==> src/common/memArb_cfg.svh <==
// Bus widths, burst lengths and address shifts of the memory arbiter, included by its RTL
`ifndef MEMARB_CFG_SVH
`define MEMARB_CFG_SVH

// ----------------------------------------------------------------------
// Video memory bus
// ----------------------------------------------------------------------
// Byte address, 1 MB of video memory
`define MEM_ADR_W 20
// One beat on the burst bus
`define MEM_DATA_W 32

// ----------------------------------------------------------------------
// Client lines
// ----------------------------------------------------------------------
// Texture line in 8 byte units
`define TEX_ADR_W 17
`define TEX_ADR_SHIFT 3
`define TEX_BEATS 2
// CLUT line and background block in 32 byte units
`define CLUT_ADR_W 15
`define LINE_ADR_SHIFT 5
`define LINE_BEATS 8
// Background block, 16 halfword pixels, one mask bit each
`define BG_BLOCK_W 256
`define BG_MASK_W 16

`endif

==> src/common/gpuClientPkg.sv <==
// Client side types of the memory arbiter, imported wherever requesters are seen
`default_nettype none

package gpuClientPkg;

	// Requester side of a cache refill
	typedef enum logic {
		SIDE_LEFT  = 1'b0,
		SIDE_RIGHT = 1'b1
	} clientSideT;

	// Background block command, acted on when it leaves BG_NONE
	typedef enum logic [1:0] {
		BG_NONE    = 2'b00,
		BG_FIRST   = 2'b01,
		BG_FURTHER = 2'b10
	} bgCmdT;

endpackage

`default_nettype wire

==> src/common/memBusPkg.sv <==
// Bus side types of the memory arbiter, imported by the sequencer and the datapath
`default_nettype none

package memBusPkg;

	// ----------------------------------------------------------------------
	// Burst kinds
	// ----------------------------------------------------------------------
	// Same codes as the old read mode field, background write added
	typedef enum logic [2:0] {
		BK_BG_RD   = 3'd1,
		BK_CLUT_RD = 3'd2,
		BK_TEX_RD  = 3'd3,
		BK_BG_WR   = 3'd4
	} burstKindT;

	// Bus sequencer states
	typedef enum logic [1:0] {
		SEQ_IDLE  = 2'd0,
		SEQ_REQ   = 2'd1,
		SEQ_WAIT  = 2'd2,
		SEQ_BEATS = 2'd3
	} seqStateT;

endpackage

`default_nettype wire

==> src/arbiter/burstSequencer.sv <==
// Burst bus FSM of the memory arbiter, issues one request and counts the acknowledge beats
`default_nettype none
`include "memArb_cfg.svh"

module burstSequencer (
	input  wire                            gpuClk,
	input  wire                            resetX,
	input  wire                            start_i,
	input  wire  memBusPkg::burstKindT     startKind_i,
	input  wire  [`MEM_ADR_W-1:0]          startAdr_i,
	input  wire                            isBlending_i,
	input  wire  [`CLUT_ADR_W-1:0]         loadAdr_i,
	input  wire                            memAck_i,
	output logic                           seqIdle_o,
	output logic                           grant_o,
	output logic                           beat_o,
	output logic [$clog2(`LINE_BEATS)-1:0] beatIdx_o,
	output logic                           lastBeat_o,
	output logic                           memReq_o,
	output logic [`MEM_ADR_W-1:0]          memAdr_o,
	output logic [$clog2(`LINE_BEATS)-1:0] memCnt_o,
	output logic                           memWrt_o,
	output logic                           saveLoadOnGoing_o
);
	import memBusPkg::*;

	localparam int CntW = $clog2(`LINE_BEATS);

	seqStateT        stateQ;
	burstKindT       kindQ;
	logic [CntW-1:0] beatCntQ;
	logic            tailQ;
	logic            isBgBurst;
	logic            chainRd;

	// Beat count minus one for a burst kind
	function automatic logic [CntW-1:0] lastIdx(input burstKindT kind);
		if (kind == BK_TEX_RD) begin
			return CntW'(`TEX_BEATS - 1);
		end
		return CntW'(`LINE_BEATS - 1);
	endfunction

	assign seqIdle_o  = (stateQ == SEQ_IDLE);
	assign grant_o    = seqIdle_o & start_i;
	assign memReq_o   = (stateQ == SEQ_REQ);
	assign memWrt_o   = (kindQ == BK_BG_WR);
	// Acks only count once the request went out
	assign beat_o     = memAck_i & ((stateQ == SEQ_WAIT) | (stateQ == SEQ_BEATS));
	assign beatIdx_o  = beatCntQ;
	assign lastBeat_o = beat_o & (beatCntQ == memCnt_o);
	assign isBgBurst  = (kindQ == BK_BG_WR) | (kindQ == BK_BG_RD);
	// Save then load when blending
	assign chainRd    = lastBeat_o & (kindQ == BK_BG_WR) & isBlending_i;
	// Tail covers the cycle after the last BG beat
	assign saveLoadOnGoing_o = (isBgBurst & !seqIdle_o) | tailQ;

	// ----------------------------------------------------------------------
	// FSM and beat counter
	// ----------------------------------------------------------------------
	always_ff @(posedge gpuClk) begin
		if (resetX) begin
			stateQ   <= SEQ_IDLE;
			kindQ    <= BK_TEX_RD;
			beatCntQ <= '0;
			tailQ    <= 1'b0;
		end else begin
			tailQ <= lastBeat_o & isBgBurst & !chainRd;
			if (beat_o) begin
				beatCntQ <= lastBeat_o ? '0 : beatCntQ + 1'b1;
			end
			case (stateQ)
				SEQ_IDLE: begin
					if (start_i) begin
						kindQ  <= startKind_i;
						stateQ <= SEQ_REQ;
					end
				end
				SEQ_REQ: stateQ <= SEQ_WAIT;
				SEQ_WAIT, SEQ_BEATS: begin
					if (chainRd) begin
						kindQ  <= BK_BG_RD;
						stateQ <= SEQ_REQ;
					end else if (lastBeat_o) begin
						stateQ <= SEQ_IDLE;
					end else if (beat_o) begin
						stateQ <= SEQ_BEATS;
					end
				end
				default: stateQ <= SEQ_IDLE;
			endcase
		end
	end

	// Request payload, loaded at grant or at the chained load
	always_ff @(posedge gpuClk) begin
		if (grant_o) begin
			memAdr_o <= startAdr_i;
			memCnt_o <= lastIdx(startKind_i);
		end else if (chainRd) begin
			memAdr_o <= {loadAdr_i, {`LINE_ADR_SHIFT{1'b0}}};
			memCnt_o <= lastIdx(BK_BG_RD);
		end
	end

	// Memory answers only after the request pulse, never while idle
	aReqAck: assert property (@(posedge gpuClk) disable iff (resetX)
		!(memReq_o && memAck_i));
	aIdleAck: assert property (@(posedge gpuClk) disable iff (resetX)
		seqIdle_o |-> !memAck_i);

endmodule

`default_nettype wire

==> src/arbiter/clientSelect.sv <==
// Fixed priority client choice for the memory arbiter, feeds start requests to the sequencer
`default_nettype none
`include "memArb_cfg.svh"

module clientSelect (
	input  wire                     gpuClk,
	input  wire                     resetX,
	input  wire                     requTexL_i,
	input  wire                     requTexR_i,
	input  wire  [`TEX_ADR_W-1:0]   adrTexL_i,
	input  wire  [`TEX_ADR_W-1:0]   adrTexR_i,
	input  wire                     requClutL_i,
	input  wire                     requClutR_i,
	input  wire  [`CLUT_ADR_W-1:0]  adrClutL_i,
	input  wire  [`CLUT_ADR_W-1:0]  adrClutR_i,
	input  wire                     isBlending_i,
	input  wire  gpuClientPkg::bgCmdT bgCmd_i,
	input  wire  [`CLUT_ADR_W-1:0]  saveAdr_i,
	input  wire  [`CLUT_ADR_W-1:0]  loadAdr_i,
	input  wire                     seqIdle_i,
	output logic                    start_o,
	output memBusPkg::burstKindT    startKind_o,
	output gpuClientPkg::clientSideT startSide_o,
	output logic [`MEM_ADR_W-1:0]   startAdr_o
);
	import memBusPkg::*;
	import gpuClientPkg::*;

	logic bgPrevQ;
	logic bgActive;
	logic bgEdge;
	logic bgWrite;
	logic bgRead;

	// ----------------------------------------------------------------------
	// Background command edge
	// ----------------------------------------------------------------------
	assign bgActive = (bgCmd_i != BG_NONE);
	assign bgEdge   = bgActive & !bgPrevQ;
	// Further block saves first, blending read is chained later
	assign bgWrite  = bgEdge & (bgCmd_i == BG_FURTHER);
	// First block only loads, and only when blending
	assign bgRead   = bgEdge & (bgCmd_i == BG_FIRST) & isBlending_i;

	always_ff @(posedge gpuClk) begin
		if (resetX) begin
			bgPrevQ <= 1'b0;
		end else begin
			bgPrevQ <= bgActive;
		end
	end

	// ----------------------------------------------------------------------
	// Priority: BG, CLUT L, CLUT R, TEX L, TEX R
	// ----------------------------------------------------------------------
	always_comb begin
		start_o     = 1'b1;
		startKind_o = BK_TEX_RD;
		startSide_o = SIDE_LEFT;
		startAdr_o  = '0;
		if (bgWrite) begin
			startKind_o = BK_BG_WR;
			startAdr_o  = {saveAdr_i, {`LINE_ADR_SHIFT{1'b0}}};
		end else if (bgRead) begin
			startKind_o = BK_BG_RD;
			startAdr_o  = {loadAdr_i, {`LINE_ADR_SHIFT{1'b0}}};
		end else if (requClutL_i) begin
			startKind_o = BK_CLUT_RD;
			startAdr_o  = {adrClutL_i, {`LINE_ADR_SHIFT{1'b0}}};
		end else if (requClutR_i) begin
			startKind_o = BK_CLUT_RD;
			startSide_o = SIDE_RIGHT;
			startAdr_o  = {adrClutR_i, {`LINE_ADR_SHIFT{1'b0}}};
		end else if (requTexL_i) begin
			startAdr_o  = {adrTexL_i, {`TEX_ADR_SHIFT{1'b0}}};
		end else if (requTexR_i) begin
			startSide_o = SIDE_RIGHT;
			startAdr_o  = {adrTexR_i, {`TEX_ADR_SHIFT{1'b0}}};
		end else begin
			start_o = 1'b0;
		end
		// A busy bus takes nothing new
		start_o = start_o & seqIdle_i;
	end

	// Sequencer leaves idle right after every start it is given
	aStartTaken: assert property (@(posedge gpuClk) disable iff (resetX)
		start_o |-> seqIdle_i ##1 !seqIdle_i);

endmodule

`default_nettype wire

==> src/arbiter/refillDataPath.sv <==
// Refill datapath of the memory arbiter, turns bus beats into cache writes and BG blocks
`default_nettype none
`include "memArb_cfg.svh"

module refillDataPath (
	input  wire                              gpuClk,
	input  wire                              resetX,
	input  wire                              grant_i,
	input  wire  memBusPkg::burstKindT       grantKind_i,
	input  wire  gpuClientPkg::clientSideT   grantSide_i,
	input  wire  [`TEX_ADR_W-1:0]            grantAdr_i,
	input  wire                              beat_i,
	input  wire  [$clog2(`LINE_BEATS)-1:0]   beatIdx_i,
	input  wire                              lastBeat_i,
	input  wire  [`MEM_DATA_W-1:0]           memDat_i,
	input  wire  [`BG_BLOCK_W-1:0]           exportedBgBlock_i,
	input  wire  [`BG_MASK_W-1:0]            exportedBgMask_i,
	output logic                             texDoneL_o,
	output logic                             texDoneR_o,
	output logic                             texWrite_o,
	output logic [`TEX_ADR_W-1:0]            texAdr_o,
	output logic [`TEX_BEATS*`MEM_DATA_W-1:0] texData_o,
	output logic                             clutDoneL_o,
	output logic                             clutDoneR_o,
	output logic                             clutWrite_o,
	output logic [$clog2(`LINE_BEATS)-1:0]   clutIndex_o,
	output logic [`MEM_DATA_W-1:0]           clutData_o,
	output logic                             importBGBlockSingleClock_o,
	output logic [`BG_BLOCK_W-1:0]           importedBGBlock_o,
	output logic [`MEM_DATA_W-1:0]           memDat_o,
	output logic [`MEM_DATA_W/8-1:0]         memSel_o
);
	import memBusPkg::*;
	import gpuClientPkg::*;

	burstKindT             kindQ;
	clientSideT            sideQ;
	logic [`TEX_ADR_W-1:0] lineAdrQ;
	logic [`MEM_DATA_W-1:0] texLoQ;
	logic                  importQ;
	logic                  texBeat;
	logic                  clutBeat;
	logic                  bgRdBeat;
	logic [1:0]            halfMask;

	assign texBeat  = beat_i & (kindQ == BK_TEX_RD);
	assign clutBeat = beat_i & (kindQ == BK_CLUT_RD);
	assign bgRdBeat = beat_i & (kindQ == BK_BG_RD);

	// ----------------------------------------------------------------------
	// Cache writes, same cycle as the beat
	// ----------------------------------------------------------------------
	// Second beat is the upper word
	assign texWrite_o  = texBeat & lastBeat_i;
	assign texAdr_o    = lineAdrQ;
	assign texData_o   = {memDat_i, texLoQ};
	// Done goes to the side that was granted
	assign texDoneL_o  = texWrite_o & (sideQ == SIDE_LEFT);
	assign texDoneR_o  = texWrite_o & (sideQ == SIDE_RIGHT);
	assign clutWrite_o = clutBeat;
	assign clutIndex_o = beatIdx_i;
	assign clutData_o  = memDat_i;
	assign clutDoneL_o = clutBeat & lastBeat_i & (sideQ == SIDE_LEFT);
	assign clutDoneR_o = clutBeat & lastBeat_i & (sideQ == SIDE_RIGHT);
	assign importBGBlockSingleClock_o = importQ;

	// Write beat from the exported block, one mask bit per halfword
	assign memDat_o = exportedBgBlock_i[beatIdx_i*`MEM_DATA_W +: `MEM_DATA_W];
	assign halfMask = exportedBgMask_i[beatIdx_i*2 +: 2];
	assign memSel_o = {halfMask[1], halfMask[1], halfMask[0], halfMask[0]};

	always_ff @(posedge gpuClk) begin
		if (resetX) begin
			kindQ   <= BK_TEX_RD;
			sideQ   <= SIDE_LEFT;
			importQ <= 1'b0;
		end else begin
			importQ <= bgRdBeat & lastBeat_i;
			if (grant_i) begin
				kindQ <= grantKind_i;
				sideQ <= grantSide_i;
			end else if (beat_i & lastBeat_i & (kindQ == BK_BG_WR)) begin
				// Load may follow, next grant overwrites it otherwise
				kindQ <= BK_BG_RD;
			end
		end
	end

	// Line address, first texture word, BG block beats
	always_ff @(posedge gpuClk) begin
		if (grant_i) begin
			lineAdrQ <= grantAdr_i;
		end
		if (texBeat & !lastBeat_i) begin
			texLoQ <= memDat_i;
		end
		if (bgRdBeat) begin
			importedBGBlock_o[beatIdx_i*`MEM_DATA_W +: `MEM_DATA_W] <= memDat_i;
		end
	end

	// One cache port at a time, texture write right after its first beat
	aOneWrite: assert property (@(posedge gpuClk) disable iff (resetX)
		texWrite_o |-> !clutWrite_o && $past(texBeat));

endmodule

`default_nettype wire

==> src/rtl/memArbiter.sv <==
// Memory arbiter top level, shares the video memory burst bus among the GPU clients
`default_nettype none
`include "memArb_cfg.svh"

module memArbiter (
	input  wire                              gpuClk,
	input  wire                              resetX,
	// Texture cache refill
	input  wire                              requTexL_i,
	input  wire                              requTexR_i,
	input  wire  [`TEX_ADR_W-1:0]            adrTexL_i,
	input  wire  [`TEX_ADR_W-1:0]            adrTexR_i,
	output logic                             texDoneL_o,
	output logic                             texDoneR_o,
	output logic                             texWrite_o,
	output logic [`TEX_ADR_W-1:0]            texAdr_o,
	output logic [`TEX_BEATS*`MEM_DATA_W-1:0] texData_o,
	// CLUT cache refill
	input  wire                              requClutL_i,
	input  wire                              requClutR_i,
	input  wire  [`CLUT_ADR_W-1:0]           adrClutL_i,
	input  wire  [`CLUT_ADR_W-1:0]           adrClutR_i,
	output logic                             clutDoneL_o,
	output logic                             clutDoneR_o,
	output logic                             clutWrite_o,
	output logic [$clog2(`LINE_BEATS)-1:0]   clutIndex_o,
	output logic [`MEM_DATA_W-1:0]           clutData_o,
	// Background block save and load
	input  wire                              isBlending_i,
	input  wire  gpuClientPkg::bgCmdT        bgCmd_i,
	input  wire  [`CLUT_ADR_W-1:0]           saveAdr_i,
	input  wire  [`CLUT_ADR_W-1:0]           loadAdr_i,
	input  wire  [`BG_BLOCK_W-1:0]           exportedBgBlock_i,
	input  wire  [`BG_MASK_W-1:0]            exportedBgMask_i,
	output logic                             importBGBlockSingleClock_o,
	output logic [`BG_BLOCK_W-1:0]           importedBGBlock_o,
	output logic                             saveLoadOnGoing_o,
	// Video memory burst bus
	output logic [`MEM_ADR_W-1:0]            memAdr_o,
	output logic [$clog2(`LINE_BEATS)-1:0]   memCnt_o,
	output logic [`MEM_DATA_W/8-1:0]         memSel_o,
	output logic [`MEM_DATA_W-1:0]           memDat_o,
	input  wire  [`MEM_DATA_W-1:0]           memDat_i,
	output logic                             memWrt_o,
	output logic                             memReq_o,
	input  wire                              memAck_i
);
	import memBusPkg::*;
	import gpuClientPkg::*;

	// Selector to sequencer
	logic                           seqIdle;
	logic                           start;
	burstKindT                      startKind;
	clientSideT                     startSide;
	logic [`MEM_ADR_W-1:0]          startAdr;
	// Sequencer to datapath
	logic                           grant;
	logic                           beat;
	logic [$clog2(`LINE_BEATS)-1:0] beatIdx;
	logic                           lastBeat;

	clientSelect uClientSelect (
		.gpuClk(gpuClk), .resetX(resetX),
		.requTexL_i(requTexL_i), .requTexR_i(requTexR_i),
		.adrTexL_i(adrTexL_i), .adrTexR_i(adrTexR_i),
		.requClutL_i(requClutL_i), .requClutR_i(requClutR_i),
		.adrClutL_i(adrClutL_i), .adrClutR_i(adrClutR_i),
		.isBlending_i(isBlending_i), .bgCmd_i(bgCmd_i),
		.saveAdr_i(saveAdr_i), .loadAdr_i(loadAdr_i), .seqIdle_i(seqIdle),
		.start_o(start), .startKind_o(startKind), .startSide_o(startSide),
		.startAdr_o(startAdr)
	);

	burstSequencer uBurstSequencer (
		.gpuClk(gpuClk), .resetX(resetX),
		.start_i(start), .startKind_i(startKind), .startAdr_i(startAdr),
		.isBlending_i(isBlending_i), .loadAdr_i(loadAdr_i), .memAck_i(memAck_i),
		.seqIdle_o(seqIdle), .grant_o(grant), .beat_o(beat), .beatIdx_o(beatIdx),
		.lastBeat_o(lastBeat), .memReq_o(memReq_o), .memAdr_o(memAdr_o),
		.memCnt_o(memCnt_o), .memWrt_o(memWrt_o), .saveLoadOnGoing_o(saveLoadOnGoing_o)
	);

	// Datapath keeps only the texture line part of the start address
	refillDataPath uRefillDataPath (
		.gpuClk(gpuClk), .resetX(resetX),
		.grant_i(grant), .grantKind_i(startKind), .grantSide_i(startSide),
		.grantAdr_i(startAdr[`MEM_ADR_W-1:`TEX_ADR_SHIFT]),
		.beat_i(beat), .beatIdx_i(beatIdx), .lastBeat_i(lastBeat), .memDat_i(memDat_i),
		.exportedBgBlock_i(exportedBgBlock_i), .exportedBgMask_i(exportedBgMask_i),
		.texDoneL_o(texDoneL_o), .texDoneR_o(texDoneR_o), .texWrite_o(texWrite_o),
		.texAdr_o(texAdr_o), .texData_o(texData_o),
		.clutDoneL_o(clutDoneL_o), .clutDoneR_o(clutDoneR_o), .clutWrite_o(clutWrite_o),
		.clutIndex_o(clutIndex_o), .clutData_o(clutData_o),
		.importBGBlockSingleClock_o(importBGBlockSingleClock_o),
		.importedBGBlock_o(importedBGBlock_o), .memDat_o(memDat_o), .memSel_o(memSel_o)
	);

endmodule

`default_nettype wire

==> config.mk <==
export PLATFORM = sky130hd
export DESIGN_NAME = memArbiter
export DESIGN_NICKNAME = d
export VERILOG_FILES = /design/src/common/gpuClientPkg.sv /design/src/common/memBusPkg.sv /design/src/arbiter/burstSequencer.sv /design/src/arbiter/clientSelect.sv /design/src/arbiter/refillDataPath.sv /design/src/rtl/memArbiter.sv
export VERILOG_INCLUDE_DIRS = /design/src /design/src/common
export SDC_FILE = /design/constraint.sdc
export NUM_CORES = 1
export LEC_CHECK = 0
export ABC_AREA = 1
export BUFFER_PORTS_ARGS = -buffer_cell sky130_fd_sc_hd__buf_2
export CAP_MARGIN = 25
export CORE_AREA = 4 4 329 331
export CTS_CLUSTER_SIZE = 12
export DETAILED_ROUTE_END_ITERATION = 6
export DIE_AREA = 0 0 333 335
export HOLD_SLACK_MARGIN = 0.12
export SYNTH_ARGS = -nofsm -noshare
export SYNTH_HDL_FRONTEND = slang
export SYNTH_SLANG_ARGS = --single-unit
==> constraint.sdc <==
create_clock -name gpuClk -period 5.3 [get_ports gpuClk]
set_input_delay 0.53 -clock gpuClk [delete_from_list [all_inputs] [get_ports gpuClk]]
set_output_delay 0.53 -clock gpuClk [all_outputs]
set_load 0.1 [all_outputs]
---- Yosys cells after proc, flatten, opt, wreduce, memory -nomap -nowiden ----
Index checks and enable logic that the tools add are counted.
cells by class
  eq/ne operators ......................... 16
  $lt $le $gt $ge ......................... 0
  div/mod/pow operators ................... 0
  reductions and logical operators ........ 12
  $add $sub $neg .......................... 2
  $mul .................................... 0
  shifts and indexed selects .............. 4
  bitwise gates (word level) .............. 30
  mux-type cells .......................... 41
operators by type and width
  kind                                                                       number
  256-bit bitwise mux                                                        1
  32-bit by 34-bit variable shift with 256-bit output, first input constant  1
  256-bit by 9-bit variable part select with 32-bit output                   1
  32-bit by 34-bit variable part select with 256-bit output                  1
  20-bit 2-to-1 mux                                                          8
  3-bit 2-to-1 mux                                                           12
  8-bit negator with 34-bit output                                           1
  1-bit bitwise AND                                                          26
  16-bit by 5-bit variable part select with 2-bit output                     1
  1-bit 2-to-1 mux                                                           14
  3-bit by 2-bit equality test with 1-bit output, second input constant      3
  2-bit 2-to-1 mux                                                           4
  2-bit nonzero test                                                         4
  2-bit equality test, second input constant                                 3
  3-bit by 1-bit equality test with 1-bit output, second input constant      2
  3-bit equality test, second input constant                                 2
  2-bit case mux with 3 select lines                                         1
  3-bit case mux with 2 select lines                                         1
  2-bit by 1-bit equality test with 1-bit output, second input constant      2
  1-bit logical NOT                                                          4
  2-bit by 1-bit inequality test with 1-bit output, second input constant    2
  4-bit by 1-bit inequality test with 1-bit output, second input constant    1
  3-bit by 1-bit adder with 3-bit output, second input constant              1
  3-bit equality test                                                        1
  other kinds (6)                                                            8
word-level totals
  output and inout port bits .............. 441
  ROM bits ................................ 0
  latch bits .............................. 0
  register bits after elaboration ......... 343
  input bits .............................. 408
  memories ................................ 0
  RAM bits ................................ 0

---- Logic depth before layout (Yosys ltp) ----
Gate-level depths: netlist of the first run.
  depth in word-level cells ............... 11
  gate-level depth with buffers ........... 13

---- Modules after synthesis ----
Synthesis of the first run repeated with hierarchy kept, for this count alone.
unflattened totals
  cell total of the unflattened synthesis .. 1958
  area total of the unflattened synthesis .. 17389.2 µm²
modules (own cells, without submodules)
  module          sequential area each (µm²)  area each (µm²)  instances  cells each
  refillDataPath  9258.9                      14806.7          1          1565
  burstSequencer  810.8                       1355.0           1          149
  clientSelect    20.0                        1227.4           1          244

---- Worst setup path before layout of the first run ----
No wires, ideal clock.
  kind .................................... register to register
  start ................................... reg, netlist name uBurstSequencer.beatIdx_o[0]
  end ..................................... reg uRefillDataPath.importedBGBlock_o[0] (enable)
  clock period less this slack ............ 4.540 ns
  library setup time ...................... 0.421 ns
  data arrival time ....................... 4.119 ns
  path slack .............................. 0.760 ns
  path buffers ............................ 6
  stages on the path, launching flop included .. 13
  data required time ...................... 4.879 ns
  cells stage by stage .................... dfxtp_1 > buf_6 > inv_4 > buf_6 > buf_4 > buf_4 > ha_1 > ha_1 > buf_2 > inv_2 > nand4_2 > buf_2 > nor2_1
RTL lines
  what                             RTL line              RTL
  to (signal, indexed assignment)  refillDataPath.sv:98  importedBGBlock_o[beatIdx_i*`MEM_DATA_W +: `MEM_DATA_W] <= memDat_i;
  to (decl)                        refillDataPath.sv:29  output logic [`BG_BLOCK_W-1:0] importedBGBlock_o,

---- Final worst setup path of the first run ----
  start ................................... reg uBurstSequencer.beatCntQ[0] (netlist: uBurstSequencer.beatIdx_o[0])
  end ..................................... out memDat_o[0]
on the way
  longest elaborated chain between the ends .. 1
RTL lines
  what                                                      RTL line              RTL
  from (decl)                                               burstSequencer.sv:31  logic [CntW-1:0] beatCntQ;
  from (signal assigned)                                    burstSequencer.sv:70  beatCntQ <= lastBeat_o ? '0 : beatCntQ + 1'b1;
  256-bit by 9-bit variable part select with 32-bit output  refillDataPath.sv:68  assign memDat_o = exportedBgBlock_i[beatIdx_i*`MEM_DATA_W +: `MEM_DATA_W];
  to (decl)                                                 memArbiter.sv:42      output logic [`MEM_DATA_W-1:0] memDat_o,
Every way passes these cells.

==> results.cfg, run 1 <==
[synth]
synth_top_cell_by_area = edfxtp_1
synth_compound_gate_area_share = 0.0840
synthXorXnorAreaFrac = 0
synth_fa_ha_area_frac = 0.00221
synth_top_area_share = 0.570
synth-main-ff-cell = edfxtp_1
synth_edf_count = 323
async_flop_share = 0
synth.area.top_cells = edfxtp_1 57%, nor2_1 9.0%, nand2_1 5.1%
syn_inst = 1760
yosysWarnings = 0
synth_top_family_by_area = simple AND/OR/NAND/NOR gates
synth_common_cells = 408 x nor2_1, 323 x edfxtp_1, 230 x nand2_1
yosys.cell_types.count = 39
yosysSeqAreaShare = 0.588
synth.area.mux_share = 0
yosys.area_share.simple = 0.230
ys_ff_latch = 338
syn_area_um2 = 17000
synth_most_common_cell = nor2_1
syn_avg_cell_area_um2 = 9.67

[clock_network]
cts_buffer_depth = 3
cts-root-buf = clkbuf_16
cts_buffers = 38
htreeDepth = 2
clk_latency_ps = 560
clock_sinks = 338
cts_tree = yes
ctsHoldBuffers = 0
postCtsSetupBuffers = 0
cts_resized = 0
clkTransAtPathRegs_ps = 50

[final_layout]
layout.nets = 2888
n_fill_cell = 11700
area_delta_synth_final_pct = 36.9
regArea_um2 = 10000
multi_input_area_um2 = 5500
drive_above_1_share = 0.410
fin_cells = 3900

[worst_setup_path]
critPathCapture = memDat_o[0]
r2r_cells = 7
critical_path_class = reg -> out
end_kind = output pin
crit_path_start = uBurstSequencer.beatIdx_o[0]
rrSetupSlack_ps = 1550
cp.arrival_ps = 3540
slowest_delay_ps = 540
r2r_end = uRefillDataPath.importedBGBlock_o[76]
rr_startpoint = uBurstSequencer.beatIdx_o[0]
cp_max_fo = 88
start_kind = flop
slowest_stage = buf_4
crit_required_ps = 4770
cp_cell_sequence = inv_8 > buf_4 > o21ai_0 > o22ai_1 > nand2_1 > o211ai_1 > buf_2

[detailed_routing]
drc = 0
via_per_inst = 4.16
drtIter0Drc = 1455
drtAntennaViolNets = 0
wl_per_cell_um = 24.8
wl_um = 96600
vias = 16200
firstDrtPassIters = 7

[floorplan]
ios = 849
core_um2 = 105000
rows = 119
die_x_um = 333
initial_core_util = 0.162
die_area_um2 = 112000
die_h_um = 335

[power_and_ir_drop]
power_density_nw_per_um2 = 332
leakagePower_nw = 9.36
vdd_ir_drop_max_mv = 0.247

[placed_design]
place_hpwl_um = 77200
dp_cells = 3826
io_buffers = 844
gp_congestion = 0.907

[global_routing]
grt-ovfl-total = 0
grt-busiest-layer = met2
track_usage = 0.162
grt_util_met1 = 0.189
grt_max_degree = 170
gr-usage-met3 = 0.0358
use_met2 = 0.302
grt_pass1_vias = 15700
grt_pass1_wl_um = 128000
antenna_found_initial = 27

[sta]
fin_tns_setup_ps = 0
layout_min_cycle_time_ps = 4070
tightest_slew_ps = 1140
max_freq_ghz = 0.245
maxSlewViolCount = 0
fin_crit_sh = 0.769
hold_slack_ps = 264
clock_skew_ps = 22.2
rsz0062_at_grt = false
setup_violations = 0
finalHoldViolations = 0
slew_headroom = 0.242

[outcome]
outcome = completed

[job]
drv_cap = 0

[hold_path]
hold-path-cell-count = 3
hold_class = in -> reg
-- sequential cells by signal, indices dropped and copies added, names as in the netlist --
signal	flops
uBurstSequencer.beatIdx_o	3
uBurstSequencer.kindQ	3
uBurstSequencer.memAdr_o	17
uBurstSequencer.memCnt_o	1
uBurstSequencer.stateQ	2
uBurstSequencer.tailQ	1
uClientSelect.bgPrevQ	1
uRefillDataPath.importBGBlockSingleClock_o	1
uRefillDataPath.importedBGBlock_o	256
uRefillDataPath.kindQ	3
uRefillDataPath.sideQ	1
uRefillDataPath.texAdr_o	17
uRefillDataPath.texLoQ	32
-- metal layers --
layer  vias up  wire, µm
met5         -       103
li1       7367         -
met1      7815     36700
met2       885     50200
met4        16      2450
met3       130      7250
-- power breakdown --
part | total, mW | leakage [nW] | switching, mW | internal, mW
Clock | 2.49 | 0.552 | 1.09 | 1.40
Sequential | 3.03 | 3.13 | 0.0261 | 3.00
Combinational | 2.22 | 5.68 | 1.85 | 0.369
-- critical path: cells and delay by family, from the launching register on --
family | cells | cell delay, ps
and+or+nand+nor | 1 | 250
DFF | 1 | 380
buffers and inverters | 3 | 1360
AOI/OAI and AO/OA | 3 | 870
-- layout make-up --
type                       count  share of cell area
timing repair buffer         864               0.190
antenna                       10             0.00107
sequential                   338               0.429
multi-input combinational   1110               0.236
tap                         1391              0.0747
inverter                     125              0.0206
clock inverter                15             0.00548
clock buffer                  47              0.0432
-- how the worst min path moves through the flow --
stage / end / slack [ps] / start
2_1_floorplan: uRefillDataPath.kindQ[1] / 440 / uRefillDataPath.kindQ[1]
3_3_place_gp: uRefillDataPath.kindQ[1] / 470 / uRefillDataPath.kindQ[1]
3_5_place_dp: uRefillDataPath.kindQ[1] / 470 / uRefillDataPath.kindQ[1]
4_1_cts: uClientSelect.bgPrevQ / 220 / bgCmd_i[1]
5_1_grt: uBurstSequencer.memAdr_o[8] / 260 / loadAdr_i[3]
6_report: uClientSelect.bgPrevQ / 260 / bgCmd_i[1]
-- cells by family (layout without fill, tap and decap cells) --
| family | count (synthesis) | count (layout) |
|---|---|---|
| DFF | 338 | 338 |
| and+or+nand+nor | 840 | 840 |
| other | 2 | 14 |
| AOI/OAI and AO/OA | 263 | 263 |
| buffers and inverters | 314 | 1051 |
| adders and majority gates | 3 | 3 |
-- cells in the final DEF, fill, tap and decap left out, types with 13 or more instances in the layout --
cell | synthesis | layout
o21ai_1 | 36 | 36
clkbuf_16 | 0 | 39
nor2_1 | 408 | 399
inv_1 | 116 | 115
nand2_1 | 230 | 230
nor3_1 | 22 | 22
nor2_4 | 4 | 14
o21ai_0 | 133 | 133
and2_1 | 13 | 13
nor4_2 | 28 | 28
o211ai_1 | 13 | 13
or2_2 | 13 | 13
nand4_1 | 35 | 35
nand3_1 | 38 | 38
a21oi_1 | 21 | 21
nor3_2 | 32 | 32
o22ai_1 | 56 | 56
buf_4 | 83 | 16
buf_2 | 48 | 844
edfxtp_1 | 323 | 323
-- per-stage QoR --
step	instance area, µm²	setup slack (ps)	utilization	power, mW
2_1_floorplan	17000	760	-	4.68
3_3_place_gp	22100	1640	0.210	5.32
3_5_place_dp	22100	1620	0.210	5.32
4_1_cts	23200	1140	0.221	7.82
5_1_grt	23300	1130	0.221	8.00
6_report	23300	1230	0.222	7.73
Note: power is estimated with default switching activity, not from simulation.
==> run 2: changes to the inputs <==
- clock period: 5.3 -> 4.3 ns (I/O delays scaled with it)
==> run 2 against run 1 <==
Combinational power increased by 23%. Register-to-register slack lost 190 ps. Die area unchanged. Clock power up 25%. Core utilization is 0.18 points higher. Sequential share of layout area is 0.34 points lower. Clock-buffer cell count rose by 1. First-iteration DRC count decreased by 4.0%. Global-route usage increased by 1.1 points. Worst hold slack got worse by 87 ps. Highest routed layer unchanged.
==> results.cfg, run 2 (synthesized netlist as in run 1, its figures left out) <==
[outcome]
outcome = completed

[global_routing]
grt-ovfl-total = 0
grt_pass1_vias = 15800
antenna_found_initial = 45
track_usage = 0.173
grt_pass1_wl_um = 134000
grt_max_degree = 175

[detailed_routing]
drc = 0
drtIter0Drc = 1397
firstDrtPassIters = 6
vias = 16100
drtAntennaViolNets = 0
wl_per_cell_um = 26.1
wl_um = 102000
via_per_inst = 4.10

[sta]
clock_skew_ps = 39.1
max_freq_ghz = 0.258
fin_crit_sh = 0.902
worst_slack_ps = 423
layout_min_cycle_time_ps = 3880
tightest_slew_ps = 1010
fin_tns_setup_ps = 0
maxSlewViolCount = 0
setup_violations = 0
slew_headroom = 0.323
finalHoldViolations = 0
hold_slack_ps = 177
rsz0062_at_grt = false

[floorplan]
ios = 849
die_area_um2 = 112000
die_h_um = 335
core_um2 = 105000
initial_core_util = 0.162
rows = 119
die_x_um = 333

[worst_setup_path]
cp_max_fo = 174
rr_startpoint = uBurstSequencer.beatIdx_o[0]
r2r_cells = 6
crit_required_ps = 3870
start_kind = flop
slowest_stage = buf_12
cp_cell_sequence = buf_12 > o21ai_0 > o22ai_1 > nand2_1 > o211ai_1 > buf_2
end_kind = output pin
slowest_delay_ps = 560
r2r_end = uRefillDataPath.importedBGBlock_o[28]
rrSetupSlack_ps = 1360
critical_path_class = reg -> out
cp.arrival_ps = 3450

[final_layout]
largestRegisters = uRefillDataPath.importedBGBlock_o: 256 flops, uRefillDataPath.texLoQ: 32 flops
top_register = uRefillDataPath.importedBGBlock_o
area_delta_synth_final_pct = 38.0
final_cell_mix = 841 x buf_2, 399 x nor2_1, 323 x edfxtp_1, 230 x nand2_1, 129 x o21ai_0
final_common_cell = buf_2
drive_above_1_share = 0.411
largest_reg_flops = 256
fin_area_um2 = 23500
layout.nets = 2900

[placed_design]
gp_congestion = 0.990
dp_slack_ps = 978
io_buffers = 844
dpl_cell_area_um2 = 22200
place_hpwl_um = 82600

[clock_network]
cts_tree = yes
clock_sinks = 338
htreeDepth = 2
clkTransAtPathRegs_ps = 60
cts_buffers = 38
cts_buffer_depth = 3
clk_latency_ps = 560
cts-root-buf = clkbuf_16

[power_and_ir_drop]
leakagePower_nw = 9.44
vdd_ir_drop_max_mv = 0.252
power_density_nw_per_um2 = 408

[job]
drv_cap = 0

[hold_path]
hold_class = in -> reg
min-delay-start = bgCmd_i[0]
hold_end = uClientSelect.bgPrevQ
hold-path-cell-count = 3
[run 2: how the worst max path moves through the flow]
stage	depth (start not counted)	to	slack, ps	from
floorplan	11	uRefillDataPath.importedBGBlock_o[32]	-120	uBurstSequencer.beatIdx_o[0]
global placement	6	memDat_o[16]	1030	uBurstSequencer.beatIdx_o[0]
detailed placement	6	memDat_o[16]	980	uBurstSequencer.beatIdx_o[0]
CTS	6	memDat_o[16]	340	uBurstSequencer.beatIdx_o[0]
global route	6	memDat_o[16]	280	uBurstSequencer.beatIdx_o[0]
finish	6	memDat_o[16]	420	uBurstSequencer.beatIdx_o[0]
[run 2: worst max-delay path: cells and delay by family (launching register included)]
family / cells / cell delay (ps)
DFF: 1 / 390
buffers and inverters: 2 / 1080
AOI/OAI and AO/OA: 3 / 1040
and+or+nand+nor: 1 / 110
[run 2: cell type report]
cell class,instances,area [µm²]
diodes,25,62.6
inverters,125,479
well taps,1391,1740
clock buffers,48,1010
multi-input cells,1110,5500
repair buffers,876,4540
flip-flops and latches,338,10000
clock inverters,14,145
fillers,11700,81600
[run 2: metal layers]
metal	GRT usage	vias up	share of wire	wire, µm
li1	-	7409	-	-
met2	0.299	804	0.49	49900
met1	0.210	7752	0.39	40000
met3	0.0507	129	0.092	9420
met4	0.0492	16	0.029	2980
met5	0	-	0.00099	101
[run 2: power breakdown]
part           internal, mW  leakage, nW  switching (mW)
registers              3.70         3.13          0.0400
clock network          1.78        0.554            1.33
logic                 0.469         5.76            2.26
[run 2: metrics by stage]
step | utilization | total power [mW] | std cells
after CTS | 0.223 | 9.70 | 3902
after global placement | 0.211 | 6.57 | 3836
final | 0.223 | 9.59 | 3927
after global routing | 0.223 | 9.91 | 3916
after floorplan | - | 5.76 | 1762
after detailed placement | 0.212 | 6.58 | 3837
[run 2: timing repair]
| item | CTS | global route |
|---|---|---|
| endpoints found under the hold margin | 3 | 0 |
| setup buffers | 0 | 0 |
| resized for setup | 0 | 0 |
| hold buffers | 3 | 0 |
